### src/rtl/execParams.svh
////////////////////////////////////////
// Execution lane widths and sizes
////////////////////////////////////////
`ifndef EXEC_PARAMS_SVH
`define EXEC_PARAMS_SVH

// Operand and result word
`define EXEC_DATA_W        32

// Issue sequence number that wraps
`define EXEC_ISSUE_W       8

// Destination register index
`define EXEC_DST_W         5

`define EXEC_MATH_DEPTH    4      // Math pipeline stages
`define EXEC_MOVE_ENTRIES  8      // Move buffer slots

`endif
### src/rtl/execPkg.sv
////////////////////////////////////////
// Execution lane shared types
// Command, write-back token and opcodes
////////////////////////////////////////
`default_nettype none
`include "execParams.svh"

package execPkg;

	typedef logic [`EXEC_DATA_W-1:0]  dataT;       // Operand or result
	typedef logic [`EXEC_ISSUE_W-1:0] issueNoT;    // Issue sequence number
	typedef logic [`EXEC_DST_W-1:0]   dstT;        // Destination index

	////////////////////////////////////////
	// Opcode fields
	////////////////////////////////////////
	typedef enum logic [1:0] {
		MATH = 2'b00,                                // Math and moves
		MEM  = 2'b11                                 // Load/store
	} opTypeT;

	typedef enum logic [1:0] {
		CLS_ARITH = 2'b00,
		CLS_MULT  = 2'b01,
		CLS_MOVE  = 2'b11
	} mathClassT;

	typedef enum logic [1:0] {ARITH_ADD = 2'b00, ARITH_SUB = 2'b01} arithCodeT;
	typedef enum logic [1:0] {MULT_MUL = 2'b00, MULT_FMA = 2'b01} multCodeT;
	typedef enum logic [1:0] {MOVE_SRC1 = 2'b01} moveCodeT;

	////////////////////////////////////////
	// Command and write-back token
	////////////////////////////////////////
	typedef struct packed {
		opTypeT      opType;
		logic [1:0]  opClass;                       // For memory bit 1 is store and bit 0 odd port
		logic [1:0]  opCode;
		dstT         dst;
		issueNoT     issueNo;
	} cmdT;

	typedef struct packed {
		logic        valid;
		dstT         dst;
		issueNoT     issueNo;
	} wbTokenT;

endpackage

`default_nettype wire

### src/rtl/resultIf.sv
////////////////////////////////////////
// Write-back candidate link
// One source offering a result to the selector
////////////////////////////////////////
`timescale 1ns/10ps
`default_nettype none

interface resultIf;

	logic              valid;                       // Candidate present
	execPkg::wbTokenT  token;                       // Destination and age
	execPkg::dataT     data;                        // Result word
	logic              take;                        // Selector picked this one

	// Producer side
	modport source (
		output valid,
		output token,
		output data,
		input  take
	);

	// Selector side
	modport sink (
		input  valid,
		input  token,
		input  data,
		output take
	);

endinterface

`default_nettype wire

### src/rtl/execUnit.sv
////////////////////////////////////////
// Vector execution lane
// Routes commands and merges write-backs
////////////////////////////////////////
`timescale 1ns/10ps
`default_nettype none
`include "execParams.svh"

module execUnit (
	input  wire                    clock,
	input  wire                    rst,
	input  wire                    issueValid,
	input  wire execPkg::cmdT      cmd,
	input  wire execPkg::dataT     src1,
	input  wire execPkg::dataT     src2,
	input  wire execPkg::dataT     src3,
	input  wire execPkg::issueNoT  curIssueNo,
	output logic                   memReqEvn,
	output logic                   memWriteEvn,
	output execPkg::dataT          memAddrEvn,
	output execPkg::dataT          memStDataEvn,
	input  wire                    memGrantEvn,
	input  wire                    memEndEvn,
	input  wire execPkg::dataT     memRdDataEvn,
	output logic                   ldStDoneEvn,
	output logic                   ldStallEvn,
	output logic                   memReqOdd,
	output logic                   memWriteOdd,
	output execPkg::dataT          memAddrOdd,
	output execPkg::dataT          memStDataOdd,
	input  wire                    memGrantOdd,
	input  wire                    memEndOdd,
	input  wire execPkg::dataT     memRdDataOdd,
	output logic                   ldStDoneOdd,
	output logic                   ldStallOdd,
	output logic                   wbValid,
	output execPkg::dstT           wbDst,
	output execPkg::issueNoT       wbIssueNo,
	output execPkg::dataT          wbData,
	output logic                   mathDone,
	output logic                   moveStall
);

	logic              isMath;
	logic              isMem;
	logic              mathReq;
	logic              moveReq;
	logic              evnReq;
	logic              oddReq;

	logic              mvWe;
	execPkg::wbTokenT  mvTokIn;
	execPkg::dataT     mvDataIn;
	logic              mvEmpty;

	resultIf mathRes ();
	resultIf evnRes ();
	resultIf oddRes ();
	resultIf moveRes ();

	////////////////////////////////////////
	// Command decode
	////////////////////////////////////////
	assign isMath  = issueValid & (cmd.opType == execPkg::MATH);
	assign isMem   = issueValid & (cmd.opType == execPkg::MEM);
	assign mathReq = isMath & ((cmd.opClass == execPkg::CLS_ARITH) |
	                           (cmd.opClass == execPkg::CLS_MULT));
	assign moveReq = isMath & (cmd.opClass == execPkg::CLS_MOVE) &
	                 (cmd.opCode == execPkg::MOVE_SRC1);
	assign evnReq  = isMem & ~cmd.opClass[0];
	assign oddReq  = isMem &  cmd.opClass[0];

	// Move enters the buffers one cycle after issue
	always_ff @(posedge clock) begin
		if (rst) begin
			mvWe <= 1'b0;
		end else begin
			mvWe <= moveReq;
		end
	end

	always_ff @(posedge clock) begin
		mvTokIn  <= '{valid: 1'b1, dst: cmd.dst, issueNo: cmd.issueNo};
		mvDataIn <= src1;
	end

	////////////////////////////////////////
	// Execution blocks
	////////////////////////////////////////
	mathUnit #(.DEPTH(`EXEC_MATH_DEPTH)) uMath (
		.clock(clock), .rst(rst), .req(mathReq), .cmd(cmd),
		.src1(src1), .src2(src2), .src3(src3), .res(mathRes)
	);

	ldStUnit uLdStEvn (
		.clock(clock), .rst(rst), .req(evnReq), .cmd(cmd),
		.src1(src1), .src2(src2), .src3(src3),
		.memGrant(memGrantEvn), .memEnd(memEndEvn), .memRdData(memRdDataEvn),
		.memReq(memReqEvn), .memWrite(memWriteEvn), .memAddr(memAddrEvn),
		.memStData(memStDataEvn), .done(ldStDoneEvn), .stall(ldStallEvn),
		.res(evnRes)
	);

	ldStUnit uLdStOdd (
		.clock(clock), .rst(rst), .req(oddReq), .cmd(cmd),
		.src1(src1), .src2(src2), .src3(src3),
		.memGrant(memGrantOdd), .memEnd(memEndOdd), .memRdData(memRdDataOdd),
		.memReq(memReqOdd), .memWrite(memWriteOdd), .memAddr(memAddrOdd),
		.memStData(memStDataOdd), .done(ldStDoneOdd), .stall(ldStallOdd),
		.res(oddRes)
	);

	// Token and data buffers share strobes and stay aligned
	ringBuff #(.TYPE(execPkg::wbTokenT), .NUM_ENTRY(`EXEC_MOVE_ENTRIES)) uMoveTok (
		.clock(clock), .rst(rst), .we(mvWe), .re(moveRes.take),
		.wrData(mvTokIn), .rdData(moveRes.token), .full(moveStall), .empty(mvEmpty)
	);

	ringBuff #(.TYPE(execPkg::dataT), .NUM_ENTRY(`EXEC_MOVE_ENTRIES)) uMoveData (
		.clock(clock), .rst(rst), .we(mvWe), .re(moveRes.take),
		.wrData(mvDataIn), .rdData(moveRes.data), .full(), .empty()
	);

	assign moveRes.valid = ~mvEmpty;

	////////////////////////////////////////
	// Write-back merge
	////////////////////////////////////////
	wbSelect uWbSel (
		.curIssueNo(curIssueNo),
		.math(mathRes), .ldEvn(evnRes), .ldOdd(oddRes), .move(moveRes),
		.wbValid(wbValid), .wbDst(wbDst), .wbIssueNo(wbIssueNo),
		.wbData(wbData), .mathDone(mathDone)
	);

endmodule

`default_nettype wire

### src/rtl/wbSelect.sv
////////////////////////////////////////
// Write-back selector
// Math first, then oldest waiting result
////////////////////////////////////////
`timescale 1ns/10ps
`default_nettype none

module wbSelect (
	input  wire execPkg::issueNoT  curIssueNo,
	resultIf.sink                  math,
	resultIf.sink                  ldEvn,
	resultIf.sink                  ldOdd,
	resultIf.sink                  move,
	output logic                   wbValid,
	output execPkg::dstT           wbDst,
	output execPkg::issueNoT       wbIssueNo,
	output execPkg::dataT          wbData,
	output logic                   mathDone
);

	typedef enum logic [2:0] {
		SEL_NONE, SEL_MATH, SEL_EVN, SEL_ODD, SEL_MOVE
	} selT;

	selT               sel;
	execPkg::issueNoT  ageEvn;
	execPkg::issueNoT  ageOdd;
	execPkg::issueNoT  ageMove;
	execPkg::issueNoT  bestAge;
	execPkg::wbTokenT  winTok;
	execPkg::dataT     winData;

	// Age wraps modulo the issue number width
	assign ageEvn  = curIssueNo - ldEvn.token.issueNo;
	assign ageOdd  = curIssueNo - ldOdd.token.issueNo;
	assign ageMove = curIssueNo - move.token.issueNo;

	////////////////////////////////////////
	// Winner selection
	////////////////////////////////////////
	always_comb begin
		sel     = SEL_NONE;
		bestAge = '0;
		if (math.valid) begin
			sel = SEL_MATH;                             // Cannot wait
		end else begin
			if (ldEvn.valid) begin
				sel     = SEL_EVN;
				bestAge = ageEvn;
			end
			if (ldOdd.valid && ((sel == SEL_NONE) || (ageOdd > bestAge))) begin
				sel     = SEL_ODD;
				bestAge = ageOdd;
			end
			if (move.valid && ((sel == SEL_NONE) || (ageMove > bestAge))) begin
				sel = SEL_MOVE;
			end
		end
	end

	always_comb begin
		winTok  = math.token;
		winData = math.data;
		case (sel)
			SEL_EVN: begin
				winTok  = ldEvn.token;
				winData = ldEvn.data;
			end
			SEL_ODD: begin
				winTok  = ldOdd.token;
				winData = ldOdd.data;
			end
			SEL_MOVE: begin
				winTok  = move.token;
				winData = move.data;
			end
			default: ;
		endcase
	end

	assign math.take  = (sel == SEL_MATH);
	assign ldEvn.take = (sel == SEL_EVN);
	assign ldOdd.take = (sel == SEL_ODD);
	assign move.take  = (sel == SEL_MOVE);

	assign wbValid   = (sel != SEL_NONE);
	assign wbDst     = winTok.dst;
	assign wbIssueNo = winTok.issueNo;
	assign wbData    = winData;
	assign mathDone  = math.valid;

endmodule

`default_nettype wire

### src/rtl/ringBuff.sv
////////////////////////////////////////
// Circular buffer of any payload type
////////////////////////////////////////
`timescale 1ns/10ps
`default_nettype none
`include "execParams.svh"

module ringBuff #(
	parameter type TYPE      = execPkg::dataT,
	parameter int  NUM_ENTRY = `EXEC_MOVE_ENTRIES
)(
	input  wire      clock,
	input  wire      rst,
	input  wire      we,
	input  wire      re,
	input  var TYPE  wrData,
	output TYPE      rdData,
	output logic     full,
	output logic     empty
);

	localparam int PTR_W = (NUM_ENTRY > 1) ? $clog2(NUM_ENTRY) : 1;
	localparam int CNT_W = $clog2(NUM_ENTRY + 1);

	TYPE               mem [NUM_ENTRY];
	logic [PTR_W-1:0]  wrPtr;
	logic [PTR_W-1:0]  rdPtr;
	logic [CNT_W-1:0]  count;
	logic              doWr;
	logic              doRd;

	assign doWr  = we & ~full;                          // Writes to a full buffer are lost
	assign doRd  = re & ~empty;
	assign full  = (count == CNT_W'(NUM_ENTRY));
	assign empty = (count == '0);

	always_ff @(posedge clock) begin
		if (rst) begin
			wrPtr <= '0;
			rdPtr <= '0;
			count <= '0;
		end else begin
			if (doWr) begin
				wrPtr <= (wrPtr == PTR_W'(NUM_ENTRY - 1)) ? '0 : wrPtr + 1'b1;
			end
			if (doRd) begin
				rdPtr <= (rdPtr == PTR_W'(NUM_ENTRY - 1)) ? '0 : rdPtr + 1'b1;
			end
			case ({doWr, doRd})
				2'b10:   count <= count + 1'b1;
				2'b01:   count <= count - 1'b1;
				default: count <= count;
			endcase
		end
	end

	always_ff @(posedge clock) begin
		if (doWr) begin
			mem[wrPtr] <= wrData;
		end
	end

	assign rdData = mem[rdPtr];                         // Head entry

endmodule

`default_nettype wire

### src/rtl/ldStUnit.sv
////////////////////////////////////////
// Load/store port
// One memory access at a time with a held load result
////////////////////////////////////////
`timescale 1ns/10ps
`default_nettype none

module ldStUnit (
	input  wire                 clock,
	input  wire                 rst,
	input  wire                 req,
	input  wire execPkg::cmdT   cmd,
	input  wire execPkg::dataT  src1,
	input  wire execPkg::dataT  src2,
	input  wire execPkg::dataT  src3,
	input  wire                 memGrant,
	input  wire                 memEnd,
	input  wire execPkg::dataT  memRdData,
	output logic                memReq,
	output logic                memWrite,
	output execPkg::dataT       memAddr,
	output execPkg::dataT       memStData,
	output logic                done,
	output logic                stall,
	resultIf.source             res
);

	typedef enum logic [1:0] {
		IDLE    = 2'b00,
		REQUEST = 2'b01,
		ACCESS  = 2'b10
	} stateT;

	stateT             state;
	logic              isStore;
	logic              accEnd;
	logic              holdValid;
	execPkg::wbTokenT  curTok;
	execPkg::wbTokenT  holdTok;
	execPkg::dataT     holdData;

	assign accEnd = (state == ACCESS) & memEnd;

	////////////////////////////////////////
	// Access controller
	////////////////////////////////////////
	always_ff @(posedge clock) begin
		if (rst) begin
			state     <= IDLE;
			done      <= 1'b0;
			holdValid <= 1'b0;
		end else begin
			done <= accEnd;                             // Pulse after memEnd
			case (state)
				IDLE:    if (req) state <= REQUEST;
				REQUEST: if (memGrant) state <= ACCESS;
				ACCESS:  if (memEnd) state <= IDLE;
				default: state <= IDLE;
			endcase
			if (res.take) begin
				holdValid <= 1'b0;
			end
			if (accEnd && !isStore) begin
				holdValid <= 1'b1;
			end
		end
	end

	// Command capture and load result
	always_ff @(posedge clock) begin
		if ((state == IDLE) && req) begin
			memAddr   <= src1 + src2;
			memStData <= src3;
			isStore   <= cmd.opClass[1];
			curTok    <= '{valid: 1'b1, dst: cmd.dst, issueNo: cmd.issueNo};
		end
		if (accEnd && !isStore) begin
			holdData <= memRdData;
			holdTok  <= curTok;
		end
	end

	assign memReq   = (state == REQUEST);
	assign memWrite = (state != IDLE) & isStore;        // Direction for whole access
	assign stall    = req | (state != IDLE) | holdValid;

	assign res.valid = holdValid;
	assign res.token = '{valid: holdValid, dst: holdTok.dst, issueNo: holdTok.issueNo};
	assign res.data  = holdData;

endmodule

`default_nettype wire

### src/rtl/mathUnit.sv
////////////////////////////////////////
// Integer multiply-add pipeline
// add, sub, mul, fma with a travelling token
////////////////////////////////////////
`timescale 1ns/10ps
`default_nettype none
`include "execParams.svh"

module mathUnit #(
	parameter int DEPTH = `EXEC_MATH_DEPTH
)(
	input  wire                 clock,
	input  wire                 rst,
	input  wire                 req,
	input  wire execPkg::cmdT   cmd,
	input  wire execPkg::dataT  src1,
	input  wire execPkg::dataT  src2,
	input  wire execPkg::dataT  src3,
	resultIf.source             res
);

	execPkg::dataT     product;
	execPkg::dataT     result;
	execPkg::wbTokenT  newTok;

	execPkg::dataT     dataPipe [DEPTH];
	execPkg::wbTokenT  tokPipe  [DEPTH];

	////////////////////////////////////////
	// First stage arithmetic
	////////////////////////////////////////
	assign product = src1 * src2;                   // Keeps the low word and wraps

	always_comb begin
		case (cmd.opClass)
			execPkg::CLS_ARITH: begin
				if (cmd.opCode == execPkg::ARITH_SUB) begin
					result = src1 - src2;
				end else begin
					result = src1 + src2;
				end
			end
			execPkg::CLS_MULT: begin
				if (cmd.opCode == execPkg::MULT_FMA) begin
					result = product + src3;
				end else begin
					result = product;
				end
			end
			default: result = src1;
		endcase
	end

	assign newTok = '{valid: req, dst: cmd.dst, issueNo: cmd.issueNo};

	////////////////////////////////////////
	// Shift pipeline
	////////////////////////////////////////
	always_ff @(posedge clock) begin
		dataPipe[0] <= result;
		tokPipe[0]  <= newTok;
		for (int i = 1; i < DEPTH; i++) begin
			dataPipe[i] <= dataPipe[i-1];
			tokPipe[i]  <= tokPipe[i-1];
		end
		// Clear the in-flight valid bits
		if (rst) begin
			for (int i = 0; i < DEPTH; i++) begin
				tokPipe[i].valid <= 1'b0;
			end
		end
	end

	// Last stage is offered for one cycle only
	assign res.valid = tokPipe[DEPTH-1].valid;
	assign res.token = tokPipe[DEPTH-1];
	assign res.data  = dataPipe[DEPTH-1];

endmodule

`default_nettype wire

### config.mk
export PLATFORM = sky130hd
export DESIGN_NAME = execUnit
export DESIGN_NICKNAME = d
export VERILOG_FILES = /design/src/rtl/execPkg.sv /design/src/rtl/resultIf.sv /design/src/rtl/execUnit.sv /design/src/rtl/wbSelect.sv /design/src/rtl/ringBuff.sv /design/src/rtl/ldStUnit.sv /design/src/rtl/mathUnit.sv
export VERILOG_INCLUDE_DIRS = /design/src /design/src/rtl
export SDC_FILE = /design/constraint.sdc
export NUM_CORES = 2
export LEC_CHECK = 0
export BUFFER_PORTS_ARGS = -buffer_cell sky130_fd_sc_hd__buf_2
export CORE_ASPECT_RATIO = 2
export CORE_UTILIZATION = 56
export CTS_CLUSTER_DIAMETER = 80
export CTS_CLUSTER_SIZE = 10
export DETAILED_ROUTE_END_ITERATION = 10
export GPL_TIMING_DRIVEN = 0
export PLACE_DENSITY = 0.87
export SLEW_MARGIN = 0
export SYNTH_ARGS = -nofsm -noshare
export SYNTH_HDL_FRONTEND = slang
export SYNTH_SLANG_ARGS = --single-unit
export TNS_END_PERCENT = 30
### constraint.sdc
create_clock -name clock -period 8.55 [get_ports clock]
set_clock_uncertainty 0.2 [all_clocks]
set_input_delay 0 -clock clock [delete_from_list [all_inputs] [get_ports clock]]
set_output_delay 0 -clock clock [all_outputs]
set_load 0.01 [all_outputs]
=== After elaboration in Yosys (flattened, before gate mapping) ===
Memories as Yosys holds them, arrays and structs flattened. A register that Yosys moved wholly into a read port is not among the register bits.
Cells that the tools add are included.

* Logic and storage cells: 183
* Memory bits (writable): 544
* Bits in registers: 320
* Memories: 4
* Output and inout bits: 184
* Input bits: 194

{| class="wikitable"
|+ Memory list
! name !! words !! bits a word !! read ports !! clocked after memory_dff !! wr ports !! line !! RTL
|-
| uMoveData.mem || 8 || 32 || 1 || 1 || 1 || ringBuff.sv:25 || <nowiki>TYPE mem [NUM_ENTRY];</nowiki>
|-
| uMath.dataPipe || 4 || 32 || 4 || 0 || 4 || mathUnit.sv:26 || <nowiki>execPkg::dataT dataPipe [DEPTH];</nowiki>
|-
| uMoveTok.mem || 8 || 13 || 1 || 1 || 1 || ringBuff.sv:25 ||
|-
| uMath.tokPipe || 4 || 14 || 4 || 0 || 4 || mathUnit.sv:27 || <nowiki>execPkg::wbTokenT tokPipe [DEPTH];</nowiki>
|}

* Magnitude comparators: 2
* Multiplexer cells: 47
* Add/sub/neg operators: 14
* Bitwise operators: 29
* Reduce and logical (&&, ||, !) cells: 27
* $mul: 1
* Equality and inequality tests: 27

{| class="wikitable"
|+ Operators by type and width
! operator !! number
|-
| $pmux 32 s3 || 1
|-
| $add 32x32->32 || 2
|-
| $mux 32 || 2
|-
| $pmux 32 s2 || 1
|-
| $mux 3 || 13
|-
| $pmux 13 s3 || 1
|-
| $mul 32x32->32 || 1
|-
| $mux 8 || 4
|-
| $sub 32x32->32 || 1
|-
| $sub 8x8->8 || 3
|-
| $gt 8x8->1 || 2
|-
| $pmux 4 s2 || 2
|-
| $and 1x1->1 || 15
|-
| $eq 3x3->1 const B || 5
|-
| $mux 1 || 14
|-
| $mux 2 || 7
|-
| $add 3x1->3 const B || 4
|-
| $eq 2x1->1 const B || 6
|-
| $eq 2x2->1 const B || 6
|-
| $pmux 2 s3 || 2
|-
| $reduce_bool 2->1 || 6
|-
| $add 4x1->4 const B || 2
|-
| $eq 4x4->1 const B || 2
|-
| $logic_not 2->1 || 4
|-
| 14 further kinds || 41
|}

=== Logic depth before layout (Yosys ltp) ===
* Word-level depth: 17
* Gate-level depth with buffers: 39
* Gate-level depth less buffers: 37

=== Hierarchy ===
A second synthesis with hierarchy kept.

* Cells, all modules: 4,634
* Area total of the unflattened synthesis: 54,622.4 sq um

{| class="wikitable"
|+ By module, submodules not included
! module !! seq. area each (sq um) !! instances !! area each (sq um) !! cells an instance
|-
| mathUnit || 3,683.5 || 1 || 24,073.1 || 2,642
|-
| ringBuff (uMoveData) || 7,947.6 || 1 || 10,430.0 || 450
|-
| ldStUnit (uLdStEvn) || 3,773.6 || 1 || 5,691.7 || 395
|-
| ldStUnit (uLdStOdd) || 3,773.6 || 1 || 5,557.8 || 384
|-
| ringBuff (uMoveTok) || 3,623.5 || 1 || 5,018.6 || 241
|-
| wbSelect || 0.0 || 1 || 2,864.0 || 466
|-
| execUnit || 920.9 || 1 || 987.2 || 56
|}

=== Worst setup path after synthesis ===
OpenSTA, ideal clock, no wires.

* Path type: register to register
* From: register uLdStEvn.state[1]
* To: register uLdStEvn.state[0]
* Clock period less this slack: 9.049 ns
* Path slack: -0.499 ns
* Setup time: 0.091 ns
* Required time: 8.259 ns
* Buffers on the path: 0
* Stages on the path, launching flop included: 3
* Arrival: 8.757 ns
* Cells stage by stage: dfxtp_1 -> nor4_1 -> o21ba_2

* Cells in the longest elaborated chain, start to end: 3
* Elaborated cells between the ends (all ways): 8
* Classes of those cells: eq/ne: 5; mux: 1; reduce/logical: 2

{| class="wikitable"
|+ RTL lines
! item !! line !! RTL
|-
| start: declaration || ldStUnit.sv:34 || <nowiki>stateT state;</nowiki>
|-
| start signal: assignment || ldStUnit.sv:49 || <nowiki>state <= IDLE;</nowiki>
|-
| start signal: assignment || ldStUnit.sv:55 || <nowiki>IDLE: if (req) state <= REQUEST;</nowiki>
|-
| start signal: assignment || ldStUnit.sv:56 || <nowiki>REQUEST: if (memGrant) state <= ACCESS;</nowiki>
|-
| $eq 2x2->1, or another cell as far along || ldStUnit.sv:54 || <nowiki>case (state)</nowiki>
|-
| $ne 2x2->1 (no source line) or $ne 2x1->1 (tied branches) || n/a ||
|-
| $reduce_and 3->1 (no source line) || n/a ||
|}

Several ways; a longest one is shown, not always the timed one.
A chain may end at the register's enable or synchronous reset.

=== Worst setup path after layout ===
* From: register uLdStOdd.holdTok (netlist bit uLdStOdd.res.token[1])
* To: output wbData[17]

* Cells in the longest elaborated chain, start to end: 13
* Elaborated cells between the ends (all ways): 18
* Classes of those cells: add/sub: 1; order compare: 2; eq/ne: 3; mux: 7; reduce/logical: 5

{| class="wikitable"
|+ RTL lines
! item !! line !! RTL
|-
| start: declaration || ldStUnit.sv:39 || <nowiki>execPkg::wbTokenT holdTok;</nowiki>
|-
| start signal: assignment || ldStUnit.sv:79 || <nowiki>holdTok <= curTok;</nowiki>
|-
| $sub 8x8->8 (*) || wbSelect.sv:35 || <nowiki>assign ageOdd = curIssueNo - ldOdd.token.issueNo;</nowiki>
|-
| $gt 8x8->1 || wbSelect.sv:51 || <nowiki>if (ldOdd.valid && ((sel == SEL_NONE) || (ageOdd > bestAge))) begin</nowiki>
|-
| $logic_or 1x1->1 || wbSelect.sv:51 ||
|-
| $logic_and 1x1->1 || wbSelect.sv:51 ||
|-
| $mux 8 or $mux 3 (tied branches) || wbSelect.sv:51 ||
|-
| $mux 8 or $mux 3 (tied branches) || wbSelect.sv:44 || <nowiki>if (math.valid) begin</nowiki>
|-
| $gt 8x8->1 or $logic_not 3->1 (tied branches) || wbSelect.sv:55 || <nowiki>if (move.valid && ((sel == SEL_NONE) || (ageMove > bestAge))) begin</nowiki>
|-
| $logic_or 1x1->1 || wbSelect.sv:55 ||
|-
| $logic_and 1x1->1 || wbSelect.sv:55 ||
|-
| $mux 3 (*) || wbSelect.sv:55 ||
|-
| $mux 3 (*) || wbSelect.sv:44 ||
|-
| $eq 3x3->1 or $eq 3x2->1 (tied branches) || wbSelect.sv:64 || <nowiki>case (sel)</nowiki>
|-
| $pmux 32 s3 (*) || wbSelect.sv:64 ||
|-
| end: declaration || execUnit.sv:39 || <nowiki>output execPkg::dataT wbData,</nowiki>
|}

Every way passes the cells marked *; elsewhere a longest branch is shown, timed or not. The select of a mux whose other input is x is not followed.

==> flow_metrics.py <==
metrics = {
    "outcome": {
        "outcome": "complete, but fails checks",
        "violations": "DRC, setup timing",
    },
    "detailed_routing": {
        "dr.pass1.iters": 11,
        "vias": 40513,
        "routed_wl_mm": 214,
        "post_drt_wl_per_cell_um": 34.2,
        "first_iter_violations": 5301,
        "drcViolationCount": 8,
        "drtAntennaViolNets": 0,
        "avgViaCountPerCell": 6.47,
    },
    "clock_network": {
        "clk_pin_slew_worst_paths_ns": 0.06,
        "cts_tree": "done",
        "cts_root_buf": "clkbuf_16",
        "cts.sinks": 857,
        "htree_levels": 3,
        "cts_buffers": 97,
        "clk_path_buf_depth": 3,
        "clkLatencyLatePin_ns": 0.72,
    },
    "setup_path": {
        "cp-end-kind": "output pin",
        "slowest_stage": "a222oi_1",
        "critical_path_peak_fanout": 10,
        "max_stage_delay_ns": 0.83,
        "setup.worst_path.start_class": "flip-flop",
        "required_ns": 8.35,
        "cp.arrival_ns": 8.65,
        "critical_path_class": "reg2out",
    },
    "timing": {
        "drv_slew": 0,
        "setup_slack_ns": -0.299,
        "slew-limit-headroom_pct": 2.96,
        "setup_violations": 18,
        "layout_min_cycle_time_ns": 8.85,
        "max_freq_mhz": 113,
        "rsz0062_at_grt": "yes",
        "hold_violations": 0,
        "min_period_over_period_pct": 104,
        "worst_pin_slew_ns": 1.45,
        "fin_tns_setup_ns": -1.58,
    },
    "global_routing": {
        "grt_usage_pct": 47.0,
        "antenna_found_initial": 30,
        "overflow": 0,
        "top_usage_layer": "met2",
        "met2_usage_pct": 77.7,
        "grt_first_pass_wirelength_mm": 297,
        "grt_pass1_vias": 42787,
        "use_met1_pct": 41.9,
        "use_met3_pct": 15.0,
        "grt_max_degree": 26,
    },
    "placement": {
        "place.gp.congestion": 1.03,
        "dp_hpwl_mm": 150,
        "numPortBuffers": 377,
    },
    "logic_synthesis": {
        "synth_edf_count": 606,
        "synthCells": 4141,
        "ys_seq_area_share_pct": 45.8,
        "syn-cell-area_um2": 50700,
        "synthArstFlopShare_pct": 0,
        "syn_area_per_cell_um2": 12.2,
        "synth_cell_types": 86,
        "synth_flop_cell": "edfxtp_1",
        "yosysWarnings": 0,
        "syn_nets": 5018,
        "synth_seq_cells": 857,
    },
    "floorplanning": {
        "start_util_pct": 56.7,
        "dieWidth_um": 215,
        "rows": 155,
        "core-area_um2": 89400,
        "dieArea_um2": 91800,
        "ios": 378,
        "die_y_um": 427,
    },
    "min_path": {
        "hold_class": "in2reg",
    },
    "job": {
        "max_cap_violations": 0,
    },
    "cells_and_area": {
        "nNetsFinal": 5855,
        "drive_gt1_share_pct": 18.0,
        "area_growth_pct": 22.0,
    },
}
## metrics by stage
step	utilization, %	cell area, µm²	setup slack (ns)	instances	hold slack, ns
global route	69.1	61800	-0.300	6246	0.0124
floorplan	-	50700	0.179	4141	-0.172
global placement	60.4	54000	-2.54	5695	-0.0743
CTS	68.5	61200	-0.140	6218	0.000534
detailed placement	61.2	54700	-2.53	5735	-0.0693
finish	69.2	61800	-0.299	6263	0.0312
## registers in the layout (all words and copies together), names as in the netlist, 32 cells and up, named ones only
| register | cells |
|---|---|
| uLdStOdd.res.data | 32 |
| uLdStEvn.memStData | 32 |
| uMath.dataPipe | 128 |
| mvDataIn | 32 |
| uLdStEvn.res.data | 32 |
| uLdStOdd.memAddr | 32 |
| uMoveData.mem | 256 |
| uMath.tokPipe | 45 |
| uMoveTok.mem | 104 |
| uLdStEvn.memAddr | 32 |
| uLdStOdd.memStData | 32 |
## routing by layer
layer	part of all wire (%)	wire length (µm)
met1	27	58600
met2	47	101000
met4	15	31900
met3	10	22000
met5	0.063	134
## placed cells by master, fill, tap and decap left out, types with 20 or more instances in the layout
cell type / instances
nor3_1: 24
o21bai_1: 21
a222oi_1: 35
and2_1: 239
nand2_1: 348
xor2_1: 55
diode_2: 25
fa_1: 412
a31oi_1: 24
clkbuf_1: 135
a21oi_1: 169
nor2b_1: 38
edfxtp_1: 606
nand3_1: 28
mux4_2: 93
ha_1: 256
buf_4: 63
clkbuf_2: 21
dfxtp_1: 250
a21o_1: 38
inv_1: 503
clkbuf_16: 98
o21ai_0: 73
mux2_2: 41
dlygate4sd3_1: 310
clkbuf_8: 20
mux2i_1: 21
nand2b_1: 35
buf_6: 34
buf_2: 363
o21a_1: 21
clkbuf_4: 22
xnor2_1: 127
nor2_1: 207
## cell usage after synthesis (38+ instances only)
cell,number,area [µm²]
nand2_1,348,1310
ha_1,267,3340
inv_1,506,1900
a21o_1,38,285
nor2_1,218,818
fa_1,416,8330
xnor2_1,134,1170
mux2_2,41,462
mux4_2,93,2090
a21oi_1,190,951
and2_1,239,1500
clkbuf_1,146,548
xor2_1,56,490
edfxtp_1,606,18200
nor2b_1,39,244
dfxtp_1,251,5020
o21ai_0,82,410
## critical path, delay by kind of cell, from the launching register on
family                     cells  cell delay [ns]
AOI/OAI and AO/OA             15             4.01
xor gates and xnor gates       1             0.32
adders and majority gates      3             1.04
buffers and inverters          4             1.09
DFF                            1             0.43
and+or+nand+nor                6             1.00
## layout make-up
class / instances / area [µm²]
Multi-Input combinational cell: 2593 / 25300
Fill cell: 5917 / 27600
Tap cell: 1177 / 1470
Buffer: 167 / 1140
Inverter: 508 / 1920
Clock inverter: 10 / 191
Sequential cell: 857 / 23200
Clock buffer: 172 / 2720
Timing Repair Buffer: 754 / 5790
Antenna cell: 25 / 62.6
## final timing paths
kind | from | end | slack (ns) | cells after the start
setup / recovery | uLdStOdd.res.token[1]$_DFFE_PP_ | wbData[17] | -0.30 | 29
hold / removal | src1[20] | uMath.dataPipe[0][20]$_DFF_P_ | 0.03 | 6
setup reg to reg | uLdStOdd.res.token[1]$_DFFE_PP_ | uMoveData.count[3]$_SDFFE_PP0P_ | 0.12 | 36
hold reg to reg | uMath.dataPipe[0][17]$_DFF_P_ | uMath.dataPipe[1][17]$_DFF_P_ | 0.05 | 0
## timing repair
item / in CTS / in global routing
cloned: 0 / 0
pin swaps: 7 / 22
resized for setup: 186 / 147
endpoints found under the setup margin: 69 / 81
endpoints found under the hold margin: 409 / 3
buffers inserted: 5 / 22
hold buffers: 307 / 3
## cells by family after synthesis
logic type	synth area share [%]
XOR/XNOR	3.28
AND/OR/NAND/NOR	9.59
buffers and inverters	5.44
AO/OA/AOI/OAI	7.30
multiplexers	5.52
flip-flops	45.8
adder cells (fa/ha/maj)	23.0
Power is left out: the tool's default activity adds up to more than one toggle a clock period on the data nets, which glitch-free logic cannot reach.
